--- src/capture_pkg.sv ---
// capture side types for the data collection buffer
// frame layout, collection mode, RAM write port and status
`default_nettype none

package capture_pkg;

    localparam int RAM_AW      = 10;
    localparam int RAM_DEPTH   = 1024;
    localparam int MAX_SIGNALS = 16;          // spec table entries
    localparam int NUM_CH      = 4;           // channels per source
    localparam int CH_W        = $clog2(NUM_CH);

    typedef enum logic [3:0] {
        src_pot = 4'd0,
        src_cur = 4'd1,
        src_enc = 4'd2
    } src_type_e;    // other codes read as zero

    typedef enum logic [3:0] {
        fmt_8  = 4'd0,
        fmt_16 = 4'd1,
        fmt_24 = 4'd2,
        fmt_32 = 4'd3
    } fmt_e;    // other codes store all 32 bits

    typedef enum logic {
        mode_sample,
        mode_continuous
    } mode_e;

    typedef struct packed {
        src_type_e  dtype;      // host wdata[15:12]
        logic [3:0] channel;    // host wdata[7:4]
        fmt_e       fmt;        // host wdata[3:0]
    } signal_spec_t;

    typedef struct packed {
        logic [3:0]  num;
        mode_e       mode;
        logic [10:0] samples;
        logic        ready;    // layout complete
    } capture_cfg_t;

    typedef struct packed {
        logic              en;
        logic [RAM_AW-1:0] addr;
        logic [31:0]       data;
    } ram_wr_t;

    typedef struct packed {
        logic              busy;
        logic [3:0]        num;
        logic [RAM_AW-1:0] waddr_align;
    } buf_status_t;

    typedef enum logic [1:0] {
        st_idle,
        st_wait_edge,
        st_stamp,
        st_data
    } cap_state_e;

endpackage

`default_nettype wire

--- src/regmap_pkg.sv ---
// host register map for the data collection buffer
// wishbone classic request and response bundles, decoded register writes
`default_nettype none

package regmap_pkg;

    localparam int ADDR_W = 12;    // host word address width

    // address map --------
    localparam logic [ADDR_W-1:0] RAM_BASE        = 12'h000;  // 0x000-0x3ff, read only
    localparam logic [ADDR_W-1:0] REG_STATUS      = 12'h800;  // read only
    localparam logic [ADDR_W-1:0] REG_NUM         = 12'h900;  // signal count
    localparam logic [ADDR_W-1:0] REG_SPEC        = 12'h901;  // append one spec
    localparam logic [ADDR_W-1:0] REG_MODE_SAMPLE = 12'h902;  // sample mode + frame count
    localparam logic [ADDR_W-1:0] REG_MODE_CONT   = 12'h903;  // continuous mode
    localparam logic [ADDR_W-1:0] REG_START       = 12'h904;
    localparam logic [ADDR_W-1:0] REG_STOP        = 12'h905;

    // bus bundles --------
    typedef struct packed {
        logic              cyc;
        logic              stb;
        logic              we;
        logic [ADDR_W-1:0] adr;
        logic [31:0]       dat;
    } wb_req_t;    // 47 bits

    typedef struct packed {
        logic        ack;
        logic [31:0] dat;
    } wb_rsp_t;

    typedef enum logic [2:0] {
        op_none,
        op_num,
        op_spec,
        op_mode_sample,
        op_mode_cont,
        op_start,
        op_stop
    } reg_op_e;

    // one decoded host write, valid for a single cycle
    typedef struct packed {
        reg_op_e     op;
        logic [31:0] wdata;
    } reg_cmd_t;

endpackage

`default_nettype wire
--- src/wb_reg_decode.sv ---
// wishbone classic slave for the data collection buffer
// turns host writes into one-cycle register ops, returns RAM or status data
// ack comes one cycle after the request and never two cycles in a row
`timescale 1ns/1ps
`default_nettype none

module wb_reg_decode (
    input  logic                            clkbuffer,
    input  logic                            rst_n,
    input  regmap_pkg::wb_req_t             wb_req,
    output regmap_pkg::wb_rsp_t             wb_rsp,
    output regmap_pkg::reg_cmd_t            cmd,
    output logic [capture_pkg::RAM_AW-1:0]  ram_raddr,
    input  logic [31:0]                     ram_rdata,
    input  capture_pkg::buf_status_t        status
);

    logic                           ack;
    logic                           req;          // new access this cycle
    logic                           ram_hit;      // address inside RAM window
    logic                           rd_ram;       // registered read select
    logic [31:0]                    rd_word;      // registered non-RAM read data
    logic [capture_pkg::RAM_AW-1:0] last_raddr;
    regmap_pkg::reg_op_e            op_dec;
    regmap_pkg::reg_op_e            cmd_op;
    logic [31:0]                    cmd_wdata;

    assign req     = wb_req.cyc && wb_req.stb && !ack;    // blocked in the ack cycle
    assign ram_hit = (wb_req.adr[regmap_pkg::ADDR_W-1:capture_pkg::RAM_AW] ==
                      regmap_pkg::RAM_BASE[regmap_pkg::ADDR_W-1:capture_pkg::RAM_AW]);

    assign ram_raddr = wb_req.adr[capture_pkg::RAM_AW-1:0];   // RAM sees it in request cycle

    // write address decode --------------------
    always_comb begin
        case (wb_req.adr)
            regmap_pkg::REG_NUM:         op_dec = regmap_pkg::op_num;
            regmap_pkg::REG_SPEC:        op_dec = regmap_pkg::op_spec;
            regmap_pkg::REG_MODE_SAMPLE: op_dec = regmap_pkg::op_mode_sample;
            regmap_pkg::REG_MODE_CONT:   op_dec = regmap_pkg::op_mode_cont;
            regmap_pkg::REG_START:       op_dec = regmap_pkg::op_start;
            regmap_pkg::REG_STOP:        op_dec = regmap_pkg::op_stop;
            default:                     op_dec = regmap_pkg::op_none;   // RAM, status, holes
        endcase
    end

    // handshake and control --------------------
    always_ff @(posedge clkbuffer) begin
        if (!rst_n) begin
            ack        <= 1'b0;
            cmd_op     <= regmap_pkg::op_none;
            last_raddr <= '0;
        end else begin
            ack    <= req;
            cmd_op <= (req && wb_req.we) ? op_dec : regmap_pkg::op_none;  // same edge as ack
            if (req && !wb_req.we && ram_hit) begin
                last_raddr <= wb_req.adr[capture_pkg::RAM_AW-1:0];   // host read pointer
            end
        end
    end

    // read data and write payload, captured with the request
    always_ff @(posedge clkbuffer) begin
        if (req) begin
            cmd_wdata <= wb_req.dat;
            rd_ram    <= ram_hit;
            if (wb_req.adr == regmap_pkg::REG_STATUS) begin
                rd_word <= {6'd0, last_raddr, status.busy, 1'b0, status.num,
                            status.waddr_align};
            end else begin
                rd_word <= 32'd0;     // unmapped reads give zero
            end
        end
    end

    assign cmd = '{op: cmd_op, wdata: cmd_wdata};
    assign wb_rsp = '{ack: ack, dat: (rd_ram ? ram_rdata : rd_word)};

endmodule

`default_nettype wire

--- config.mk ---
export PLATFORM = sky130hd
export DESIGN_NAME = wb_reg_decode
export DESIGN_NICKNAME = d
export VERILOG_FILES = /design/src/capture_pkg.sv /design/src/regmap_pkg.sv /design/src/wb_reg_decode.sv
export SDC_FILE = /design/constraint.sdc
export NUM_CORES = 1
export LEC_CHECK = 0
export ABC_AREA = 1
export BUFFER_PORTS_ARGS = -buffer_cell sky130_fd_sc_hd__buf_2
export CAP_MARGIN = 10
export CORE_MARGIN = 4
export CORE_UTILIZATION = 40
export CTS_CLUSTER_DIAMETER = 50
export CTS_CLUSTER_SIZE = 12
export DETAILED_ROUTE_END_ITERATION = 8
export MAX_ROUTING_LAYER = met4
export PLACE_DENSITY = 0.78
export SETUP_SLACK_MARGIN = 0.05
export SYNTH_ARGS = -nofsm -noshare
export SYNTH_HDL_FRONTEND = slang
export SYNTH_SLANG_ARGS = --single-unit
export TNS_END_PERCENT = 100
--- constraint.sdc ---
create_clock -name clkbuffer -period 3.6 [get_ports clkbuffer]
set_clock_uncertainty 0.2 [all_clocks]
set_input_delay 0.54 -clock clkbuffer [delete_from_list [all_inputs] [get_ports clkbuffer]]
set_output_delay 0.54 -clock clkbuffer [all_outputs]
set_load 0.05 [all_outputs]
==> summary.txt <==
Outcome
  – Status: finished, final reports clean

Synthesis
  – Largest family of logic cells by synthesized area: simple AND/OR/NAND/NOR gates
  – Yosys cell types: 17
  – EDFF count, synth: 58
  – Post-synthesis simple-gate area fraction: 15.71%
  – Commonest cells in the netlist: edfxtp_1, inv_1, nand2_1
  – Compound-Gate Fraction of Synth Area: 0%
  – Top-area cell type share of the netlist area: 55.64%
  – Post-synth ARST share: 0%
  – Adder-Cell Fraction of Synth Area: 0%
  – Syn_nets: 371
  – Synth area leaders: edfxtp_1, dfxtp_1, mux2_2
  – Synth warn: 0
  – Area of the mapped netlist: 0.003131 mm^2
  – Area leader, netlist: edfxtp_1
  – Synth Flop Type: edfxtp_1
  – Sequential share of the synthesized area: 64.59%
  – Synthesized instance count: 275
  – Mapped Avg Cell Area: 11.38 um^2
  – Most frequent cell after synthesis: edfxtp_1
  – Multiplexer area fraction after synthesis: 8.993%
  – Xor and xnor area share after synthesis: 0%
  – Flops & latches, synth: 72

Routing
  – Per-cell routed wire length: 12.47 um
  – DRC viols: 0
  – Post-route ant nets: 0
  – DRT iter0 DRCs: 51
  – Vias per Instance: 4.303
  – Final wirelength: 6796 um
  – Routed vias: 2345
  – Drt first pass iters: 4

Power and ir drop
  – Leakage power: 2.037 nW
  – Pwr Density: 434.4 mW/mm^2
  – Total power: 0.001819 W
  – Maximum vdd drop: 0.1990 mV

Global routing
  – Initial antenna violation count: 0
  – Pin count of the biggest net entering global routing: 57
  – GRT Resource Usage Total: 14.76%
  – First-pass GRT wire length: 10120 um
  – GR Overflow Total: 0
  – Vias in the first global route: 2322

STA
  – Max Freq: 0.4168 GHz
  – Final setup violation count: 0
  – Slew Limit Fails: 0
  – RSZ-0062 raised after global routing: no
  – Worst-Margin Slew: 1075 ps
  – Slew Limit Headroom: 28.10%
  – Setup TNS: 0 ps
  – Final hold slack: 165.6 ps
  – Final Cycle Share: 66.65%
  – Tmin final: 2399 ps
  – Final Hold Fails: 0

CTS
  – Total CTS buffers: 9
  – CTS tree: yes
  – CTS root buffer: clkbuf_8
  – H-tree depth: 3
  – CTS hold repair buffers: 0
  – CTS clock-pin slew for the worst setup and hold paths: 90 ps
  – Post-CTS Setup Repair Bufs: 0
  – Worst skew pair latency: 330 ps
  – Clock Path Buffers: 2
  – Post-cts resize count: 0
  – Clock sink count: 72

Critical path
  – Reg2Reg Setup Slack: 1730 ps
  – CP Capture Type: output port
  – Reg-to-Reg End: last_raddr[8]$_SDFFE_PN0P_
  – Critical Path AT: 1660 ps
  – Crit Path Max Fanout: 32
  – Worst reg2reg path depth: 6
  – Crit start category: register
  – Worst EP required: 2860 ps
  – Crit path kind: register to output port
  – Origin of the critical flop-to-flop path: ack$_SDFF_PN0_

Placement
  – PortBufs: 173
  – Hpwl dp: 5347 um
  – GPL Wtd Cong: 0.8098

Floorplan
  – Die Ht: 96.47 um
  – IO Count: 174
  – Die Wd: 96.47 um
  – Starting Density: 42.04%
  – Core ar.: 0.007447 mm^2
  – Die area: 0.009306 mm^2
  – # rows: 31

Final layout
  – Final core utilization: 56.22%
  – FF/Latch Area: 0.002022 mm^2
  – Multi-input logic area: 773.2 um^2
  – # fillers: 663
  – Area grow syn2layout: 33.73%
  – Layout cell share with drive strength beyond 1: 54.04%
  – N_diodes: 0
  – Nets: 537

Worst hold path
  – Hold Crit Class: input pin to register
  – Hold Crit Depth: 1
  – Worst Min Path Start: wb_req[15]
  – Worst hold path endpoint: cmd_wdata[15]$_DFFE_PN_

Job
  – Max-cap violations: 0
how the worst max path moves through the flow:
| stage | from | end | slack (ps) | cells past startpoint |
|---|---|---|---|---|
| after floorplan | wb_req[46] | cmd_wdata[0]$_DFFE_PN_ | 1200 | 2 |
| after global placement | wb_req[42] | last_raddr[5]$_SDFFE_PN0P_ | 1430 | 7 |
| after detailed placement | wb_req[42] | last_raddr[8]$_SDFFE_PN0P_ | 1360 | 7 |
| after CTS | rd_ram$_DFFE_PN_ | wb_rsp[18] | 1160 | 3 |
| after global routing | rd_ram$_DFFE_PN_ | wb_rsp[15] | 1100 | 3 |
| final | rd_ram$_DFFE_PN_ | wb_rsp[2] | 1200 | 3 |
power breakdown:
part	internal, W	switching [W]
Sequential	0.000923	0.00000616
Combinational	0.0000887	0.000214
Clock	0.000264	0.000323
Total	0.00128	0.000543
cell families after synthesis:
logic type / after synthesis
and+or+nand+nor: 108
DFF: 72
buffers and inverters: 70
muxes: 25
state kept, by name, indices dropped and copies added (netlist names):
name / flops
ack: 1
cmd_op: 3
cmd_wdata: 32
last_raddr: 10
rd_ram: 1
rd_word: 25
worst max-delay path, stage by stage (launching register included):
cell and delay (ps):
edfxtp_1 350, buf_4 370, mux2_2 390, buf_2 210
stage by stage:
step	setup WS, ps	std cells	instance area (um^2)
CTS	1160	545	4187
floorplan	1197	275	3131
global route	1097	545	4187
finish	1201	545	4187
detailed placement	1357	529	4000
global placement	1429	529	4000
placed cells by master (no fill, tap or decap), drive strengths merged:
cell type / instances
nor2: 61
inv: 54
dfxtp: 14
nand3b: 1
nand2: 42
and2: 1
buf: 175
edfxtp: 58
clkbuf: 9
mux2: 25
nand3: 3
clkinvlp: 3
final cells by class:
| type | instances | area share [%] |
|---|---|---|
| Tap cell | 99 | 2.959 |
| Sequential cell | 72 | 48.30 |
| Multi-Input combinational cell | 133 | 18.47 |
| Clock inverter | 7 | 1.494 |
| Timing Repair Buffer | 175 | 21.34 |
| Clock buffer | 9 | 2.959 |
| Inverter | 50 | 4.483 |
per-layer routing:
metal,GRT usage [%],routed length (um)
met5,-,0
met4,6.308,85
met3,4.105,637
met2,26.95,3698
met1,14.66,2375
Note: power is estimated with default switching activity, not from simulation.
