`config.mk`:
```
export PLATFORM = sky130hd
export DESIGN_NAME = capture_config
export DESIGN_NICKNAME = d
export VERILOG_FILES = /design/src/capture_pkg.sv /design/src/regmap_pkg.sv /design/src/capture_config.sv
export SDC_FILE = /design/constraint.sdc
export NUM_CORES = 1
export LEC_CHECK = 0
export BUFFER_PORTS_ARGS = -buffer_cell sky130_fd_sc_hd__buf_2
export CELL_PAD_IN_SITES_DETAIL_PLACEMENT = 1
export CELL_PAD_IN_SITES_GLOBAL_PLACEMENT = 1
export CORE_AREA = 2 2 127 129
export CTS_BUF_LIST = sky130_fd_sc_hd__clkbuf_16
export CTS_CLUSTER_DIAMETER = 40
export DETAILED_ROUTE_END_ITERATION = 10
export DIE_AREA = 0 0 129 131
export HOLD_SLACK_MARGIN = 0.12
export PLACE_DENSITY = 0.8
export SLEW_MARGIN = 20
export SYNTH_ARGS = -nofsm -noshare
export SYNTH_HDL_FRONTEND = slang
export SYNTH_SLANG_ARGS = --single-unit
```
`constraint.sdc`:
```
create_clock -name clkbuffer -period 7.5 [get_ports clkbuffer]
set_input_delay 0.375 -clock clkbuffer [delete_from_list [all_inputs] [get_ports clkbuffer]]
set_output_delay 0.375 -clock clkbuffer [all_outputs]
set_load 0.01 [all_outputs]
```
`src/capture_pkg.sv`:
```
// capture side types for the data collection buffer
// frame layout, collection mode, RAM write port and status
`default_nettype none

package capture_pkg;

    localparam int RAM_AW      = 10;
    localparam int RAM_DEPTH   = 1024;
    localparam int MAX_SIGNALS = 16;          // spec table entries
    localparam int NUM_CH      = 4;           // channels per source
    localparam int CH_W        = $clog2(NUM_CH);

    typedef enum logic [3:0] {
        src_pot = 4'd0,
        src_cur = 4'd1,
        src_enc = 4'd2
    } src_type_e;    // other codes read as zero

    typedef enum logic [3:0] {
        fmt_8  = 4'd0,
        fmt_16 = 4'd1,
        fmt_24 = 4'd2,
        fmt_32 = 4'd3
    } fmt_e;    // other codes store all 32 bits

    typedef enum logic {
        mode_sample,
        mode_continuous
    } mode_e;

    typedef struct packed {
        src_type_e  dtype;      // host wdata[15:12]
        logic [3:0] channel;    // host wdata[7:4]
        fmt_e       fmt;        // host wdata[3:0]
    } signal_spec_t;

    typedef struct packed {
        logic [3:0]  num;
        mode_e       mode;
        logic [10:0] samples;
        logic        ready;    // layout complete
    } capture_cfg_t;

    typedef struct packed {
        logic              en;
        logic [RAM_AW-1:0] addr;
        logic [31:0]       data;
    } ram_wr_t;

    typedef struct packed {
        logic              busy;
        logic [3:0]        num;
        logic [RAM_AW-1:0] waddr_align;
    } buf_status_t;

    typedef enum logic [1:0] {
        st_idle,
        st_wait_edge,
        st_stamp,
        st_data
    } cap_state_e;

endpackage

`default_nettype wire

```
`src/regmap_pkg.sv`:
```
// host register map for the data collection buffer
// wishbone classic request and response bundles, decoded register writes
`default_nettype none

package regmap_pkg;

    localparam int ADDR_W = 12;    // host word address width

    // address map --------
    localparam logic [ADDR_W-1:0] RAM_BASE        = 12'h000;  // 0x000-0x3ff, read only
    localparam logic [ADDR_W-1:0] REG_STATUS      = 12'h800;  // read only
    localparam logic [ADDR_W-1:0] REG_NUM         = 12'h900;  // signal count
    localparam logic [ADDR_W-1:0] REG_SPEC        = 12'h901;  // append one spec
    localparam logic [ADDR_W-1:0] REG_MODE_SAMPLE = 12'h902;  // sample mode + frame count
    localparam logic [ADDR_W-1:0] REG_MODE_CONT   = 12'h903;  // continuous mode
    localparam logic [ADDR_W-1:0] REG_START       = 12'h904;
    localparam logic [ADDR_W-1:0] REG_STOP        = 12'h905;

    // bus bundles --------
    typedef struct packed {
        logic              cyc;
        logic              stb;
        logic              we;
        logic [ADDR_W-1:0] adr;
        logic [31:0]       dat;
    } wb_req_t;    // 47 bits

    typedef struct packed {
        logic        ack;
        logic [31:0] dat;
    } wb_rsp_t;

    typedef enum logic [2:0] {
        op_none,
        op_num,
        op_spec,
        op_mode_sample,
        op_mode_cont,
        op_start,
        op_stop
    } reg_op_e;

    // one decoded host write, valid for a single cycle
    typedef struct packed {
        reg_op_e     op;
        logic [31:0] wdata;
    } reg_cmd_t;

endpackage

`default_nettype wire
```
`src/capture_config.sv`:
```
// frame layout and collection mode registers
// holds signal count, spec table, mode and frame target
// all host updates are dropped while collection is busy
`timescale 1ns/1ps
`default_nettype none

module capture_config (
    input  logic                        clkbuffer,
    input  logic                        rst_n,
    input  regmap_pkg::reg_cmd_t        cmd,
    input  logic                        busy,
    input  logic [3:0]                  spec_idx,
    output capture_pkg::signal_spec_t   spec,
    output capture_pkg::capture_cfg_t   cfg
);

    logic [3:0]                 num;
    logic [4:0]                 ptr;        // specs written since count write
    capture_pkg::mode_e         mode;
    logic [10:0]                samples;
    logic                       spec_wr;
    capture_pkg::signal_spec_t  spec_tab [capture_pkg::MAX_SIGNALS];

    assign spec_wr = !busy && (cmd.op == regmap_pkg::op_spec) &&
                     (ptr < capture_pkg::MAX_SIGNALS);    // table full, extra specs dropped

    always_ff @(posedge clkbuffer) begin
        if (!rst_n) begin
            num     <= 4'd0;
            ptr     <= 5'd0;
            mode    <= capture_pkg::mode_sample;
            samples <= 11'd0;
        end else if (!busy) begin
            case (cmd.op)
                regmap_pkg::op_num: begin
                    num <= cmd.wdata[3:0];
                    ptr <= 5'd0;           // new layout starts over
                end
                regmap_pkg::op_mode_sample: begin
                    mode    <= capture_pkg::mode_sample;
                    samples <= cmd.wdata[10:0];
                end
                regmap_pkg::op_mode_cont: begin
                    mode    <= capture_pkg::mode_continuous;
                    samples <= 11'd0;
                end
                default: begin
                    if (spec_wr) ptr <= ptr + 5'd1;
                end
            endcase
        end
    end

    // spec table, host wdata bits 15:12 / 7:4 / 3:0
    always_ff @(posedge clkbuffer) begin
        if (spec_wr) begin
            spec_tab[ptr[3:0]] <= '{dtype:   capture_pkg::src_type_e'(cmd.wdata[15:12]),
                                    channel: cmd.wdata[7:4],
                                    fmt:     capture_pkg::fmt_e'(cmd.wdata[3:0])};
        end
    end

    assign spec = spec_tab[spec_idx];     // looked up by the FSM each data cycle
    assign cfg  = '{num:     num,
                    mode:    mode,
                    samples: samples,
                    ready:   (num != 4'd0) && (ptr == {1'b0, num})};

endmodule

`default_nettype wire

```
==> results.tsv, run 1 <==
metric	value	unit
run status	finished, final reports clean	
reg2reg start	ptr[4]	
WHS Path Cells	4	
Fillers	1345	
CTS H-tree depth	1	
total CTS buffers	27	
final WL	18.95	mm
maximum clock frequency	360.7	MHz
Hold Path Class	in -> reg	
critical path startpoint category	flip-flop	
Worst Path Max Fanout	7	
Syn Nets	473	
vias per cell	5.852	
Antenna Cells	0	
fin. max-slew vios	0	
Clock transition at path regs	0.06	ns
# setup viols final	0	
Final nets	553	
core footprint	15600	um2
io pins	71	
most common cell after layout, fill and taps aside	edfxtp_1	
total global-route track usage	0.2354	
Tmin final	2.773	ns
Post-CTS Resized	0	
CTS tree	yes	
Area Growth Syn to Fin	18.41	%
CTS root buf	clkbuf_16	
synth warn	0	
Critical Path RT	7.72	ns
worst relative slew slack	0.3702	
RD Place Congestion	0.7496	
Final Skew	0.01350	ns
clk buf depth	3	
first-pass GRT wire length	28.69	mm
Synth Flop Type	edfxtp_1	
number of library cell types mapped by synthesis	36	
unrepaired setup endpoints after global routing	no	
Pre-antenna DRT Iters	4	
Max VDD drop	0.1808	mV
crit path DAT	3.00	ns
mapped cell area	8330	um2
crit end category	flip-flop	
Worst R2R Path Depth	5	
most frequent cells in the layout	edfxtp_1, buf_2, mux4_2	
Yosys reg bits	213	
final core utilization	0.6324	
GRT Residual Overflow	0	
Die ar.	16900	um2
worst hold start	cmd[10]	
Die Y	131	um
share of cells above drive strength 1	0.3333	
DRC violations left	0	
Post-CTS Hold Buffers	0	
Die W	129	um
vias in the first global route	4763	
Static Leak	0.003355	uW
antenna violations before repair	0	
cells after synthesis	427	
max cap viols	0	
DR vias	4354	
wire per inst	25.47	um
Period Utilization, post-route	0.3697	
setup bufs post-CTS	0	
number of synthesized flops with an enable pin	192	
DRT antenna net count	0	
reg-to-reg endpoint	spec_tab[0][3]	
latest clock arrival within the worst-skew pair	0.53	ns
syn avg cell area	19.51	um2
Worst-Margin Slew	0.9447	ns
Final HPWL DP	11.16	mm
largest net degree at the start of global routing	49	
Seq/Total Area, Yosys	0.7426	
Initial Utilization	0.5341	
worst setup path class	reg -> reg	
Core Rows	46	
clock sinks	213	
r2r setup slk	4.73	ns
Power Density	276.8	nW/um2
input/output buffers	53	
Setup TNS	0	ns
Fin. Hold Viols	0	
FFs w/ async S/R, synth	0	
worst hold endpoint	samples[10]	
initial drt markers	423	
[through the flow]
stage	std cells	cell area, um2	total power (uW)	setup slack (ns)	hold WS (ns)
global route	744	9864	2804	4.580	0.2385
detailed placement	694	8935	1444	4.533	0.5070
floorplan	427	8330	1394	4.954	0.4739
finish	744	9864	2730	4.727	0.2327
CTS	744	9862	2754	4.661	0.2217
global placement	694	8932	1438	4.692	0.4952
[power breakdown]
group	switching, uW	internal [uW]	total, uW	leakage, uW
Combinational	70.1	49.1	119	0.00101
Sequential	2.55	1300	1300	0.00190
Clock	507	805	1310	0.000453
[layer usage]
metal | share of wire | routed length, um | up-vias | track usage
met5 | 0 | 0 | - | 0
met4 | 0.019 | 359 | 0 | 0.07545
met3 | 0.076 | 1439 | 32 | 0.05090
met2 | 0.52 | 9825 | 177 | 0.4002
met1 | 0.39 | 7325 | 2261 | 0.3077
li1 | - | - | 1884 | -
[area by class of cell]
class                           count  area, um2  area share
Sequential cell                   213       6186      0.6271
Multi-Input combinational cell    189       2058      0.2087
Timing Repair Buffer               72      407.9     0.04135
Inverter                            4      15.01    0.001522
Clock inverter                     23      251.5     0.02549
Clock buffer                       27      675.6     0.06849
Tap cell                          216      270.3     0.02740
[synthesized netlist by cell type (all sizes together), types with 7 or more instances]
cell type    n  area, um2
and2        14      87.58
nor3         8      50.05
nand2       20      75.07
mux4        48       1081
nor2        14      52.55
clkbuf      14      52.55
edfxtp     192       5766
mux2i       16      160.2
a22oi       24      180.2
buf          7      43.79
nor2b       16      100.1
dfxtp       21      420.4
[worst max-delay path, cell delays in order (launching register included)]
cell and delay, ns:
dfxtp_1 0.33, or3b_2 0.50, nor3_2 0.39, nand2_1 0.23, nor3_2 0.68, buf_4 0.34
[how the worst max path moves through the flow]
stage                      from        endpoint  depth (start not counted)
floorplan               cmd[32]  spec_tab[0][0]                          4
finish                   ptr[4]  spec_tab[0][3]                          5
global route             ptr[4]  spec_tab[0][2]                          5
CTS                 spec_idx[0]         spec[1]                          6
global placement    spec_idx[0]         spec[5]                          6
detailed placement      cmd[32]  spec_tab[0][9]                          6
[registers in the layout, summed over array words and instances, names as in the netlist]
| register | cells |
|---|---|
| spec_tab | 192 |
| samples | 11 |
| ptr | 5 |
| num | 4 |
| mode | 1 |
[cells by family (layout without fill, tap and decap cells)]
family / count (synthesis) / in the layout / synth area share
xor+xnor: 3 / 3 / 0.003155
flops: 213 / 213 / 0.7426
buf+inv: 25 / 126 / 0.01337
fa+ha+maj: 4 / 4 / 0.006008
simple gates: 83 / 83 / 0.05332
compound gates: 35 / 35 / 0.03259
mux: 64 / 64 / 0.1490
Note: power is estimated with default switching activity, not from simulation.
==> inputs of run 2 (changes only) <==
Settings changed: CORE_AREA 2 2 127 129 to 2 2 131 133, DIE_AREA 0 0 129 131 to 0 0 133 135, PLACE_DENSITY 0.8 to 0.76.
Clock period 7.5 ns to 2.6 ns, I/O delays scaled along.
==> results.tsv, run 2 (same netlist as run 1, synthesis figures left out) <==
metric	value	unit	change
Met3 Routed Length	1.075	mm	-25%
first-pass GRT wire length	29.72	mm	+3.6%
largest net degree at the start of global routing	28		-43%
Fillers	1425		+5.9%
Clock Power Share	0.451		-0.030
reg2reg start	ptr[4]		
Tmin final	2.162	ns	-0.6110 ns
Worst R2R Path Depth	5		unchanged
flip-flop count of the largest register after layout	192		unchanged
wire per inst	25.35	um	-0.46%
Final HPWL DP	11.93	mm	+6.9%
CTS tree	yes		
Antenna Cells	0		unchanged
DRC violations left	0		unchanged
Power Density	750.4	nW/um2	+170%
CTS root buf	clkbuf_16		
most common cell after layout, fill and taps aside	edfxtp_1		
fin. max-slew vios	0		unchanged
vias in the first global route	4935		+3.6%
total power draw	7510	uW	+180%
Worst Path Max Fanout	12		+5
# setup viols final	0		unchanged
worst relative slew slack	0.4924		+0.1222
input/output buffers	53		unchanged
worst setup path class	reg -> reg		
slowest stage cell, crit path	or3b_2		
Critical Path RT	2.77	ns	-4.95 ns
Setup TNS	0	ns	unchanged
crit end category	flip-flop		
Switching Share	0.2065		-0.005670
unrepaired setup endpoints after global routing	no		
io pins	71		unchanged
P_sw	1551	uW	+170%
CP Buf/Inv Count	1		unchanged
placed cell areas	9017	um2	+0.92%
latest clock arrival within the worst-skew pair	0.50	ns	-0.03 ns
area of the multi-input gates	2053	um2	-0.24%
DRT antenna net count	0		unchanged
Max VDD drop	0.5066	mV	+180%
Design Area, Final	10010	um2	+1.4%
antenna violations before repair	0		unchanged
Internal	5959	uW	+180%
most frequent cells in the layout	edfxtp_1, buf_2, mux4_2		
Final Skew	0.01143	ns	-0.002068 ns
WHS Path Cells	4		unchanged
worst hold start	cmd[34]		
share of cells above drive strength 1	0.3126		-0.02072
crit-path max cell delay	0.50	ns	-0.18 ns
critical path startpoint category	flip-flop		
clk buf depth	3		unchanged
Hold Path Class	in -> reg		
reg-to-reg endpoint	spec_tab[4][0]		
worst hold endpoint	ptr[0]		
vias per cell	5.866		+0.23%
sequential share of power	0.499		+0.023
final core utilization	0.6099		-0.02251
Worst-Margin Slew	0.7598	ns	-0.1849 ns
final WL	19.45	mm	+2.6%
CTS H-tree depth	1		unchanged
DR vias	4499		+3.3%
total CTS buffers	25		-7.4%
GRT Residual Overflow	0		unchanged
Core Rows	47		+2.2%
maximum clock frequency	462.6	MHz	+28%
Die Y	135	um	+3.1%
Pre-antenna DRT Iters	5		+1
combinational share of power	0.050		+0.006
Max Used Layer	met4		
cell family with most CP delay	simple AND/OR/NAND/NOR gates		
crit-path cells	or3b_2 > nor3_2 > nand2_1 > nor2_1 > buf_4		
core footprint	16410	um2	+5.2%
Worst Hold Margin	0.1323	ns	-0.1004 ns
Clock transition at path regs	0.06	ns	about the same
run status	finished, final reports clean		
Period Utilization, post-route	0.8314		+0.4617
Area Growth Syn to Fin	20.13	%	
r2r setup slk	0.44	ns	-4.29 ns
crit path DAT	2.34	ns	-0.66 ns
Static Leak	0.003437	uW	+2.4%
RD Place Congestion	0.7439		-0.76%
Initial Utilization	0.5077		-0.02635
initial drt markers	328		-22%
met2 WL	9.947	mm	+1.2%
met1 WL	7.797	mm	+6.4%
Final nets	576		+4.2%
Die W	133	um	+3.1%
total global-route track usage	0.2260		-0.009381
max cap viols	0		unchanged
clock sinks	213		unchanged
Die ar.	17960	um2	+6.2%
Reg area	6186	um2	unchanged
Fin. Hold Viols	0		unchanged
[run 2: routing by layer]
layer  vias to the layer above  GRT usage
met1                      2368     0.2982
met3                        48    0.03003
met2                       161     0.3857
met4                         0    0.09080
met5                         -          0
li1                       1922          -
[run 2: timing repair]
item / 4_1_cts / 5_1_grt
buffers inserted: 0 / 0
hold buffers: 18 / 0
gates resized for setup: 0 / 0
endpoints found under the hold margin: 213 / 0
setup endpoints to repair: 0 / 0
[run 2: power groups by stage]
stage	sequential, uW	clock (uW)	combinational, uW
global route	3750	3550	408
CTS	3750	3430	379
global placement	3820	0	341
finish	3750	3390	372
floorplan	3820	0	198
detailed placement	3820	0	357
[run 2: worst min-delay path: cells and delay by family]
family / cells / cell delay (ns)
AO/OA/AOI/OAI: 2 / 0.23
AND/OR/NAND/NOR: 1 / 0.08
buffers and inverters: 1 / 0.16
[run 2: worst max path at each step]
| stage | from | to | slack, ns | depth (start not counted) |
|---|---|---|---|---|
| finish | ptr[4] | spec_tab[4][0] | 0.44 | 5 |
| global route | ptr[4] | spec_tab[4][0] | 0.26 | 5 |
| CTS | ptr[4] | spec_tab[15][4] | 0.40 | 5 |
| detailed placement | ptr[4] | spec_tab[1][0] | 0.41 | 5 |
| global placement | ptr[4] | spec_tab[1][10] | 0.52 | 5 |
| floorplan | ptr[4] | spec_tab[0][0] | 0.11 | 4 |
[run 2: per-stage QoR]
stage | worst slack [ns] | cells
2_1_floorplan | 0.1074 | 427
3_3_place_gp | 0.5177 | 705
3_5_place_dp | 0.4114 | 705
4_1_cts | 0.3987 | 767
5_1_grt | 0.2609 | 767
6_report | 0.4385 | 767
[run 2: final cells by class]
| type | count | share of cell area |
|---|---|---|
| flip-flops and latches | 213 | 0.6182 |
| multi-input cells | 189 | 0.2052 |
| repair buffers | 97 | 0.06677 |
| clock buffers | 25 | 0.06252 |
| well taps | 220 | 0.02751 |
| clock inverters | 19 | 0.01838 |
| inverters | 4 | 0.001500 |
