[config.mk]
export PLATFORM = sky130hd
export DESIGN_NAME = sensor_select
export DESIGN_NICKNAME = d
export VERILOG_FILES = /design/src/capture_pkg.sv /design/src/sensor_select.sv
export SDC_FILE = /design/constraint.sdc
export NUM_CORES = 1
export LEC_CHECK = 0
export ABC_AREA = 1
export BUFFER_PORTS_ARGS = -buffer_cell sky130_fd_sc_hd__buf_2
export CAP_MARGIN = 25
export CORE_AREA = 4 4 114 116
export DETAILED_ROUTE_END_ITERATION = 8
export DIE_AREA = 0 0 118 120
export SYNTH_ARGS = -nofsm -noshare
export SYNTH_HDL_FRONTEND = slang
export SYNTH_SLANG_ARGS = --single-unit
[constraint.sdc]
create_clock -name vclk -period 3.4
set_clock_uncertainty 0.15 [all_clocks]
set_input_delay 0.68 -clock vclk [all_inputs]
set_output_delay 0.68 -clock vclk [all_outputs]
set_load 0.03 [all_outputs]
[src/capture_pkg.sv]
// capture side types for the data collection buffer
// frame layout, collection mode, RAM write port and status
`default_nettype none

package capture_pkg;

    localparam int RAM_AW      = 10;
    localparam int RAM_DEPTH   = 1024;
    localparam int MAX_SIGNALS = 16;          // spec table entries
    localparam int NUM_CH      = 4;           // channels per source
    localparam int CH_W        = $clog2(NUM_CH);

    typedef enum logic [3:0] {
        src_pot = 4'd0,
        src_cur = 4'd1,
        src_enc = 4'd2
    } src_type_e;    // other codes read as zero

    typedef enum logic [3:0] {
        fmt_8  = 4'd0,
        fmt_16 = 4'd1,
        fmt_24 = 4'd2,
        fmt_32 = 4'd3
    } fmt_e;    // other codes store all 32 bits

    typedef enum logic {
        mode_sample,
        mode_continuous
    } mode_e;

    typedef struct packed {
        src_type_e  dtype;      // host wdata[15:12]
        logic [3:0] channel;    // host wdata[7:4]
        fmt_e       fmt;        // host wdata[3:0]
    } signal_spec_t;

    typedef struct packed {
        logic [3:0]  num;
        mode_e       mode;
        logic [10:0] samples;
        logic        ready;    // layout complete
    } capture_cfg_t;

    typedef struct packed {
        logic              en;
        logic [RAM_AW-1:0] addr;
        logic [31:0]       data;
    } ram_wr_t;

    typedef struct packed {
        logic              busy;
        logic [3:0]        num;
        logic [RAM_AW-1:0] waddr_align;
    } buf_status_t;

    typedef enum logic [1:0] {
        st_idle,
        st_wait_edge,
        st_stamp,
        st_data
    } cap_state_e;

endpackage

`default_nettype wire

[src/sensor_select.sv]
// sensor selector, picks the reading named by a signal spec
// four channels per source, result masked to the stored width
`timescale 1ns/1ps
`default_nettype none

module sensor_select (
    input  capture_pkg::signal_spec_t                        spec,
    input  logic [capture_pkg::NUM_CH-1:0][15:0]             pot_values,
    input  logic [capture_pkg::NUM_CH-1:0][15:0]             cur_values,
    input  logic [capture_pkg::NUM_CH-1:0][31:0]             enc_values,
    output logic [31:0]                                      sel_data
);

    logic                        ch_ok;     // channel exists on every source
    logic [capture_pkg::CH_W-1:0] ch;
    logic [31:0]                 raw;
    logic [31:0]                 mask;

    assign ch_ok = (spec.channel < capture_pkg::NUM_CH);
    assign ch    = spec.channel[capture_pkg::CH_W-1:0];

    always_comb begin
        raw = 32'd0;
        if (ch_ok) begin
            case (spec.dtype)
                capture_pkg::src_pot: raw = {16'd0, pot_values[ch]};
                capture_pkg::src_cur: raw = {16'd0, cur_values[ch]};
                capture_pkg::src_enc: raw = enc_values[ch];
                default:              raw = 32'd0;   // unknown source
            endcase
        end
    end

    always_comb begin
        case (spec.fmt)
            capture_pkg::fmt_8:  mask = 32'h0000_00ff;
            capture_pkg::fmt_16: mask = 32'h0000_ffff;
            capture_pkg::fmt_24: mask = 32'h00ff_ffff;
            default:             mask = 32'hffff_ffff;   // fmt_32 and unused codes
        endcase
    end

    assign sel_data = raw & mask;   // zero-filled above the format

endmodule

`default_nettype wire

==> flow_summary_export.csv, run 1 <==
group,metric,value,unit
outcome,status,"complete, no violations",
logic_synthesis,yosysTopAreaCell,"nand2_1",
logic_synthesis,synth_nets,1068,
detailed_routing,routed_via_density,4.35,
sta,finalSetupViolCount,0,
worst_hold_path,min-delay-path-class,"in2out",
sta,slew_viol_final,0,
global_routing,grt_util_all_layers,0.210,
floorplan,coreArea,0.0119,sq mm
layout,clkbuf_count,0,
logic_synthesis,synth_seq_area_share,0,
floorplan,die_w,118,um
detailed_routing,drt_iter0_drc,325,
sta,rsz0062_at_grt,"false",
floorplan,dieHeight,120,um
cts,post-cts-setup-buffer-count,0,
floorplan,die_area,0.0142,sq mm
place,dp_hpwl,12900,um
logic_synthesis,synth.distinct_cells,23,
layout,seq_area,0,sq um
worst_hold_path,worstHoldStart,"enc_values[125]",
logic_synthesis,netlist_top_cells_count,"nand2_1, inv_1, nand3_1",
layout,design_area,0.00497,sq mm
layout,fill_cells,1430,
global_routing,grt_overflow,0,
logic_synthesis,ys_top_cells_by_area,"nand2_1, nand3_1, inv_1, inv_2, nor2_1",
sta,min_period_over_period,0.858,
global_routing,antenna_found_initial,0,
detailed_routing,wl_per_cell,13.0,um
cts,ctsResizeCount,0,
place,io_buffers,300,
worst_setup_path,end_kind,"primary output",
layout,final_layout_size_suffix_gt1_frac,0.372,
logic_synthesis,synth_cells,800,
sta,slew_headroom,0.693,
floorplan,start_util,0.281,
flow_run,drv_cap,0,
sta,fin_crit,2.92,ns
floorplan,row_count,40,
cts,cts_hold_buf,0,
place,place_congestion,0.920,
layout,nNetsFinal,1336,
floorplan,ios,300,
detailed_routing,wl,15800,um
worst_setup_path,startpoint,"spec[8]",
pwr,power.leakage,3.55,nW
global_routing,grt_pass1_wl,24800,um
logic_synthesis,synth_area,0.00334,sq mm
logic_synthesis,post-synth-top-count-cell,"nand2_1",
global_routing,grt_max_degree,91,
worst_setup_path,crit_arrival,2.09,ns
layout,seq_cells,0,
sta,setup_tns,0,ns
sta,hold_viol,0,
pwr,peakVddDrop,0.0355,mV
worst_setup_path,crit_required,2.57,ns
layout,antenna_cells,0,
sta,max_slew.worst_pin.slew,0.461,ns
detailed_routing,drc_errors,0,
detailed_routing,vias,5271,
logic_synthesis,synth_top_area_share,0.352,
logic_synthesis,yosys_warnings,0,
layout,syn2layout_area_growth,48.6,%
detailed_routing,ant_nets,0,
logic_synthesis,avgSynthCellArea,4.18,sq um
worst_setup_path,crit_path_start_kind,"input pin",
pwr,pwr_density_cell,104,mW/mm^2
place,placed_area,0.00497,sq mm
global_routing,grt_pass1_vias,4975,
worst_setup_path,cp_max_fo,9,
worst_hold_path,hold-path-cell-count,4,
worst_setup_path,path_class,"in2out",
sta,max_freq,343,MHz
detailed_routing,dr.pass1.iters,4,
## through the flow
step / utilization / hold WS, ns / setup slack, ns / total power, mW / std cells
final: 0.417 / 1.65 / 0.484 / 0.515 / 1213
after global routing: 0.417 / 1.66 / 0.377 / 0.587 / 1213
after CTS: 0.417 / 1.65 / 0.468 / 0.523 / 1213
after detailed placement: 0.417 / 1.65 / 0.469 / 0.520 / 1213
after global placement: 0.417 / 1.64 / 0.499 / 0.520 / 1213
after floorplan: - / 1.44 / 0.721 / 0.278 / 800
## routing by layer
metal  global-route usage  share of wire
met1                0.268           0.42
met2                0.370           0.47
met3               0.0438          0.092
met4               0.0330          0.019
met5                    0              0
## path summary, 6_finish.rpt
check	endpoint	slack (ns)
hold / removal	sel_data[29]	1.65
setup / recovery	sel_data[30]	0.48
## critical path, stage by stage
cell and delay [ns]:
buf_2 0.11, inv_2 0.06, nand2_2 0.06, nor2_4 0.14
and3_1 0.46, nand2_4 0.20, a21oi_1 0.16, buf_2 0.21
## cells by family (layout without fill, tap and decap cells)
group	Yosys count	after routing	share of synthesized area
AOI/OAI and AO/OA	49	49	0.0849
buffers and inverters	268	534	0.320
and+or+nand+nor	483	483	0.595
## area by class of cell
type	instances	area, sq um	area share
inverters	223	850	0.171
multi-input cells	532	2270	0.458
repair buffers	311	1660	0.334
well taps	147	184	0.0370
## power breakdown
group          internal (mW)  switching [mW]  total [mW]
clock network              0               0           0
registers                  0               0           0
logic                  0.232           0.284       0.515
total                  0.232           0.284       0.515
## layout by cell type, fill, tap and decap left out
cell / instances
inv_2: 63
o21ai_1: 16
inv_1: 123
nor2_2: 1
o22ai_1: 8
clkinv_1: 28
nand3_1: 112
nand2_1: 314
o21a_1: 1
buf_4: 6
o21ai_0: 16
nor3_2: 2
nor2_4: 1
nand2_4: 1
a21oi_2: 7
nand2_2: 2
and3_1: 1
buf_12: 6
a21oi_1: 1
nor2_1: 49
clkinv_2: 8
buf_2: 299
inv_4: 1
Note: power is estimated with default switching activity, not from simulation.
==> run 2, diff against run 1 <==
--- a/config.mk
+++ b/config.mk
@@ -8,9 +8,10 @@
 export ABC_AREA = 1
 export BUFFER_PORTS_ARGS = -buffer_cell sky130_fd_sc_hd__buf_2
 export CAP_MARGIN = 25
-export CORE_AREA = 4 4 114 116
+export CORE_AREA = 4 4 115 117
 export DETAILED_ROUTE_END_ITERATION = 8
-export DIE_AREA = 0 0 118 120
+export DIE_AREA = 0 0 119 121
+export SLEW_MARGIN = 10
 export SYNTH_ARGS = -nofsm -noshare
 export SYNTH_HDL_FRONTEND = slang
 export SYNTH_SLANG_ARGS = --single-unit
==> constraint.sdc (replaced) <==
create_clock -name vclk -period 2.9
set_clock_uncertainty 0.15 [all_clocks]
set_input_delay 0.58 -clock vclk [all_inputs]
set_output_delay 0.58 -clock vclk [all_outputs]
set_load 0.03 [all_outputs]
==> run 2 against run 1 <==
Flip-flop and latch count did not move. Worst hold slack got worse by 0.21 ns. Cell count rose by 2.6%. Cell area rose by 0.83%. Critical path depth rose by 2. Sequential share of layout area did not move. Non-clock buffer count rose by 4. Die area rose by 1.7%. Critical endpoint is now sel_data[15]. Utilization fell by 1.2 points. First-iteration DRC count fell by 6.2%.
==> flow_summary_export.csv, run 2 (synthesis gave the netlist of run 1 again) <==
group,metric,value,unit
outcome,status,"complete, no violations",
detailed_routing,wl,15900,um
layout,mostFrequentLayoutCell,"nand2_1",
layout,final_cell_mix,"nand2_1, buf_2, inv_1",
worst_setup_path,end_kind,"primary output",
floorplan,start_util,0.271,
floorplan,row_count,41,
layout,nNetsFinal,1340,
place,io_buffers,300,
worst_setup_path,crit_required,2.17,ns
sta,min_period_over_period,0.883,
floorplan,coreArea,0.0124,sq mm
place,dp_hpwl,13200,um
layout,syn2layout_area_growth,49.8,%
floorplan,die_w,119,um
sta,max_freq,391,MHz
cts,post-cts-setup-buffer-count,0,
cts,ctsResizeCount,0,
floorplan,die_area,0.0144,sq mm
pwr,pwr_density_cell,121,mW/mm^2
layout,seq_cells,0,
floorplan,dieHeight,121,um
global_routing,grt_util_all_layers,0.207,
place,place_ws,0.328,ns
sta,slew_headroom,0.765,
layout,design_area,0.00501,sq mm
sta,rsz0062_at_grt,"false",
detailed_routing,ant_nets,0,
global_routing,grt_max_degree,73,
detailed_routing,routed_via_density,4.24,
worst_setup_path,crit_path_start_kind,"input pin",
detailed_routing,drc_errors,0,
sta,hold_viol,0,
worst_setup_path,cp_max_fo,72,
worst_setup_path,cpMaxStageDelayCell,"buf_12",
floorplan,ios,300,
place,dp.cells,1242,
pwr,peakVddDrop,0.0470,mV
global_routing,grt_overflow,0,
global_routing,antenna_found_initial,2,
worst_setup_path,path_class,"in2out",
global_routing,grt_pass1_vias,4880,
worst_setup_path,crit_buf_inv,4,
flow_run,drv_cap,0,
place,placed_area,0.00501,sq mm
global_routing,grt_pass1_wl,24700,um
worst_setup_path,cpPeakStageDelay,0.30,ns
worst_setup_path,crit_arrival,1.83,ns
layout,seq_area,0,sq um
detailed_routing,wl_per_cell,12.8,um
sta,fin_crit,2.56,ns
layout,fin_util,0.405,
sta,fin_ws,0.341,ns
layout,final_layout_size_suffix_gt1_frac,0.375,
layout,fill_cells,1466,
worst_setup_path,cp_cell_sequence,"buf_4 -> buf_12 -> nand2_1 -> nand3_1 -> nand2_1 -> nand2_1 -> nand3_1 -> nand2_1 -> inv_1 -> buf_2",
worst_hold_path,min-delay-path-class,"in2out",
layout,clkbuf_count,0,
sta,finalSetupViolCount,0,
pwr,total_power,605,uW
place,place_congestion,0.865,
detailed_routing,dr.pass1.iters,4,
cts,cts_hold_buf,0,
worst_setup_path,critPathTopFamily,"buffers and inverters",
sta,max_slew.worst_pin.slew,0.353,ns
pwr,power.leakage,3.57,nW
layout,instances_no_fill,1244,
sta,slew_viol_final,0,
worst_setup_path,crit_top_cell,"nand2_1",
sta,holdWs,1.44,ns
sta,setup_tns,0,ns
detailed_routing,vias,5273,
detailed_routing,drt_iter0_drc,305,
run 2: final timing paths:
kind                            start           end  slack (ns)  depth (start not counted)
worst min-delay path  enc_values[126]  sel_data[30]        1.44                          4
worst max-delay path          spec[4]  sel_data[15]        0.34                         10
run 2: layer usage:
layer / vias to the layer above / global-route usage / wire length (um)
li1: 2850 / - / -
met1: 2222 / 0.271 / 6710
met2: 191 / 0.365 / 7750
met3: 10 / 0.0382 / 1290
met4: 0 / 0.0232 / 167
met5: - / 0 / 0
run 2: cell type report:
type                       instances  area [sq um]  area share
antenna                            2          5.00    0.000999
inverter                         223           850       0.170
multi-input combinational        532          2270       0.454
tap                              172           215      0.0429
timing repair buffer             315          1670       0.333
run 2: where the power goes:
group	switching [mW]	internal (mW)
Combinational	0.335	0.270
Clock	0	0.0000000924
Sequential	0	0
Total	0.335	0.270
==> run 3, diff against run 2 <==
--- a/config.mk
+++ b/config.mk
@@ -11,7 +11,7 @@
 export CORE_AREA = 4 4 115 117
 export DETAILED_ROUTE_END_ITERATION = 8
 export DIE_AREA = 0 0 119 121
-export SLEW_MARGIN = 10
+export SLEW_MARGIN = 30
 export SYNTH_ARGS = -nofsm -noshare
 export SYNTH_HDL_FRONTEND = slang
 export SYNTH_SLANG_ARGS = --single-unit
==> constraint.sdc (replaced) <==
create_clock -name vclk -period 2.7
set_clock_uncertainty 0.15 [all_clocks]
set_input_delay 0.54 -clock vclk [all_inputs]
set_output_delay 0.54 -clock vclk [all_outputs]
set_load 0.03 [all_outputs]
==> run 3 against run 2 <==
Global-route usage fell by 0.098 points. Utilization increased by 0.20 points. Die area did not move. First-iteration DRC count shrank 4.6%. Total power rose by 7.9%. Via count decreased by 0.13%. Critical path type unchanged.
==> flow_summary_export.csv, run 3 (synthesis gave the netlist of run 1 again) <==
group,metric,value,unit
worst_setup_path,cp_max_fo,51,
layout,final_layout_size_suffix_gt1_frac,0.376,
detailed_routing,drt_iter0_drc,291,
global_routing,grt_pass1_vias,4851,
global_routing,grt_util_all_layers,0.206,
worst_hold_path,min-delay-path-class,"in2out",
place,io_buffers,300,
flow_run,drv_cap,0,
floorplan,start_util,0.271,
global_routing,grt_use_met2,0.358,
global_routing,antenna_found_initial,1,
layout,seq_cells,0,
layout,seq_area,0,sq um
layout,nNetsFinal,1342,
layout,final_cell_mix,"nand2_1, buf_2, inv_1",
sta,max_freq,398,MHz
pwr,power.leakage,3.58,nW
layout,syn2layout_area_growth,50.6,%
layout,instances_no_fill,1245,
sta,min_period_over_period,0.930,
floorplan,die_w,119,um
detailed_routing,routed_via_density,4.23,
floorplan,ios,300,
detailed_routing,wl,15800,um
sta,setup_tns,0,ns
sta,rsz0062_at_grt,"false",
outcome,status,"complete, no violations",
floorplan,dieHeight,121,um
global_routing,use_met3,0.0308,
detailed_routing,vias,5266,
global_routing,grt_max_degree,73,
global_routing,grt_pass1_wl,24600,um
detailed_routing,dr.pass1.iters,5,
floorplan,die_area,0.0144,sq mm
floorplan,row_count,41,
worst_setup_path,crit_arrival,1.82,ns
cts,ctsResizeCount,0,
cts,cts_hold_buf,0,
worst_setup_path,end_kind,"primary output",
layout,mostFrequentLayoutCell,"nand2_1",
detailed_routing,wl_per_cell,12.7,um
sta,slew_headroom,0.773,
detailed_routing,ant_nets,0,
sta,fin_crit,2.51,ns
place,dp_hpwl,13300,um
floorplan,coreArea,0.0124,sq mm
worst_setup_path,path_class,"in2out",
layout,clkbuf_count,0,
sta,max_slew.worst_pin.slew,0.341,ns
global_routing,grt_overflow,0,
worst_setup_path,crit_required,2.01,ns
place,dp.cells,1244,
global_routing,grt.busiest_layer,"met2",
detailed_routing,drc_errors,0,
pwr,peakVddDrop,0.0506,mV
pwr,pwr_density_cell,130,mW/mm^2
sta,finalSetupViolCount,0,
worst_setup_path,crit_path_start_kind,"input pin",
sta,slew_viol_final,0,
cts,post-cts-setup-buffer-count,0,
sta,hold_viol,0,
place,place_congestion,0.915,
global_routing,grtUsageMet1,0.277,
[run 3: area by class of cell]
| cell class | instances | area [sq um] |
|---|---|---|
| Antenna cell | 1 | 2.50 |
| Tap cell | 172 | 215 |
| Fill cell | 1505 | 7330 |
| Multi-Input combinational cell | 532 | 2270 |
| Inverter | 223 | 850 |
| Timing Repair Buffer | 317 | 1690 |
[run 3: routing by layer]
layer  wire (um)  part of all wire
met5           0                 0
met4         205             0.013
met2        7590              0.48
met3        1140             0.072
met1        6880              0.43
[run 3: power breakdown]
group	total (mW)	switching [mW]	internal, mW
Combinational	0.653	0.360	0.293
Sequential	0	0	0
Clock	0.0000000498	0	0.0000000498
Total	0.653	0.360	0.293
[run 3: metrics by stage]
step	setup WS, ns	power, mW	hold WS [ns]	area [sq um]	util
2_1_floorplan	0.301	0.350	1.16	3340	-
3_3_place_gp	0.194	0.659	1.36	5030	0.407
3_5_place_dp	0.187	0.658	1.36	5030	0.407
4_1_cts	0.186	0.661	1.37	5030	0.407
5_1_grt	0.0458	0.745	1.38	5040	0.407
6_report	0.188	0.653	1.37	5040	0.407
[run 3: path summary, 6_finish.rpt]
kind | startpoint | endpoint | depth (start not counted)
max | spec[4] | sel_data[21] | 9
min | enc_values[62] | sel_data[30] | 4
[run 3: worst max-delay path: stages]
cell     delay (ns)
buf_4          0.17
inv_4          0.09
buf_12         0.22
buf_4          0.25
nor2_1         0.07
o22ai_1        0.17
nand2_1        0.07
inv_1          0.05
buf_2          0.18
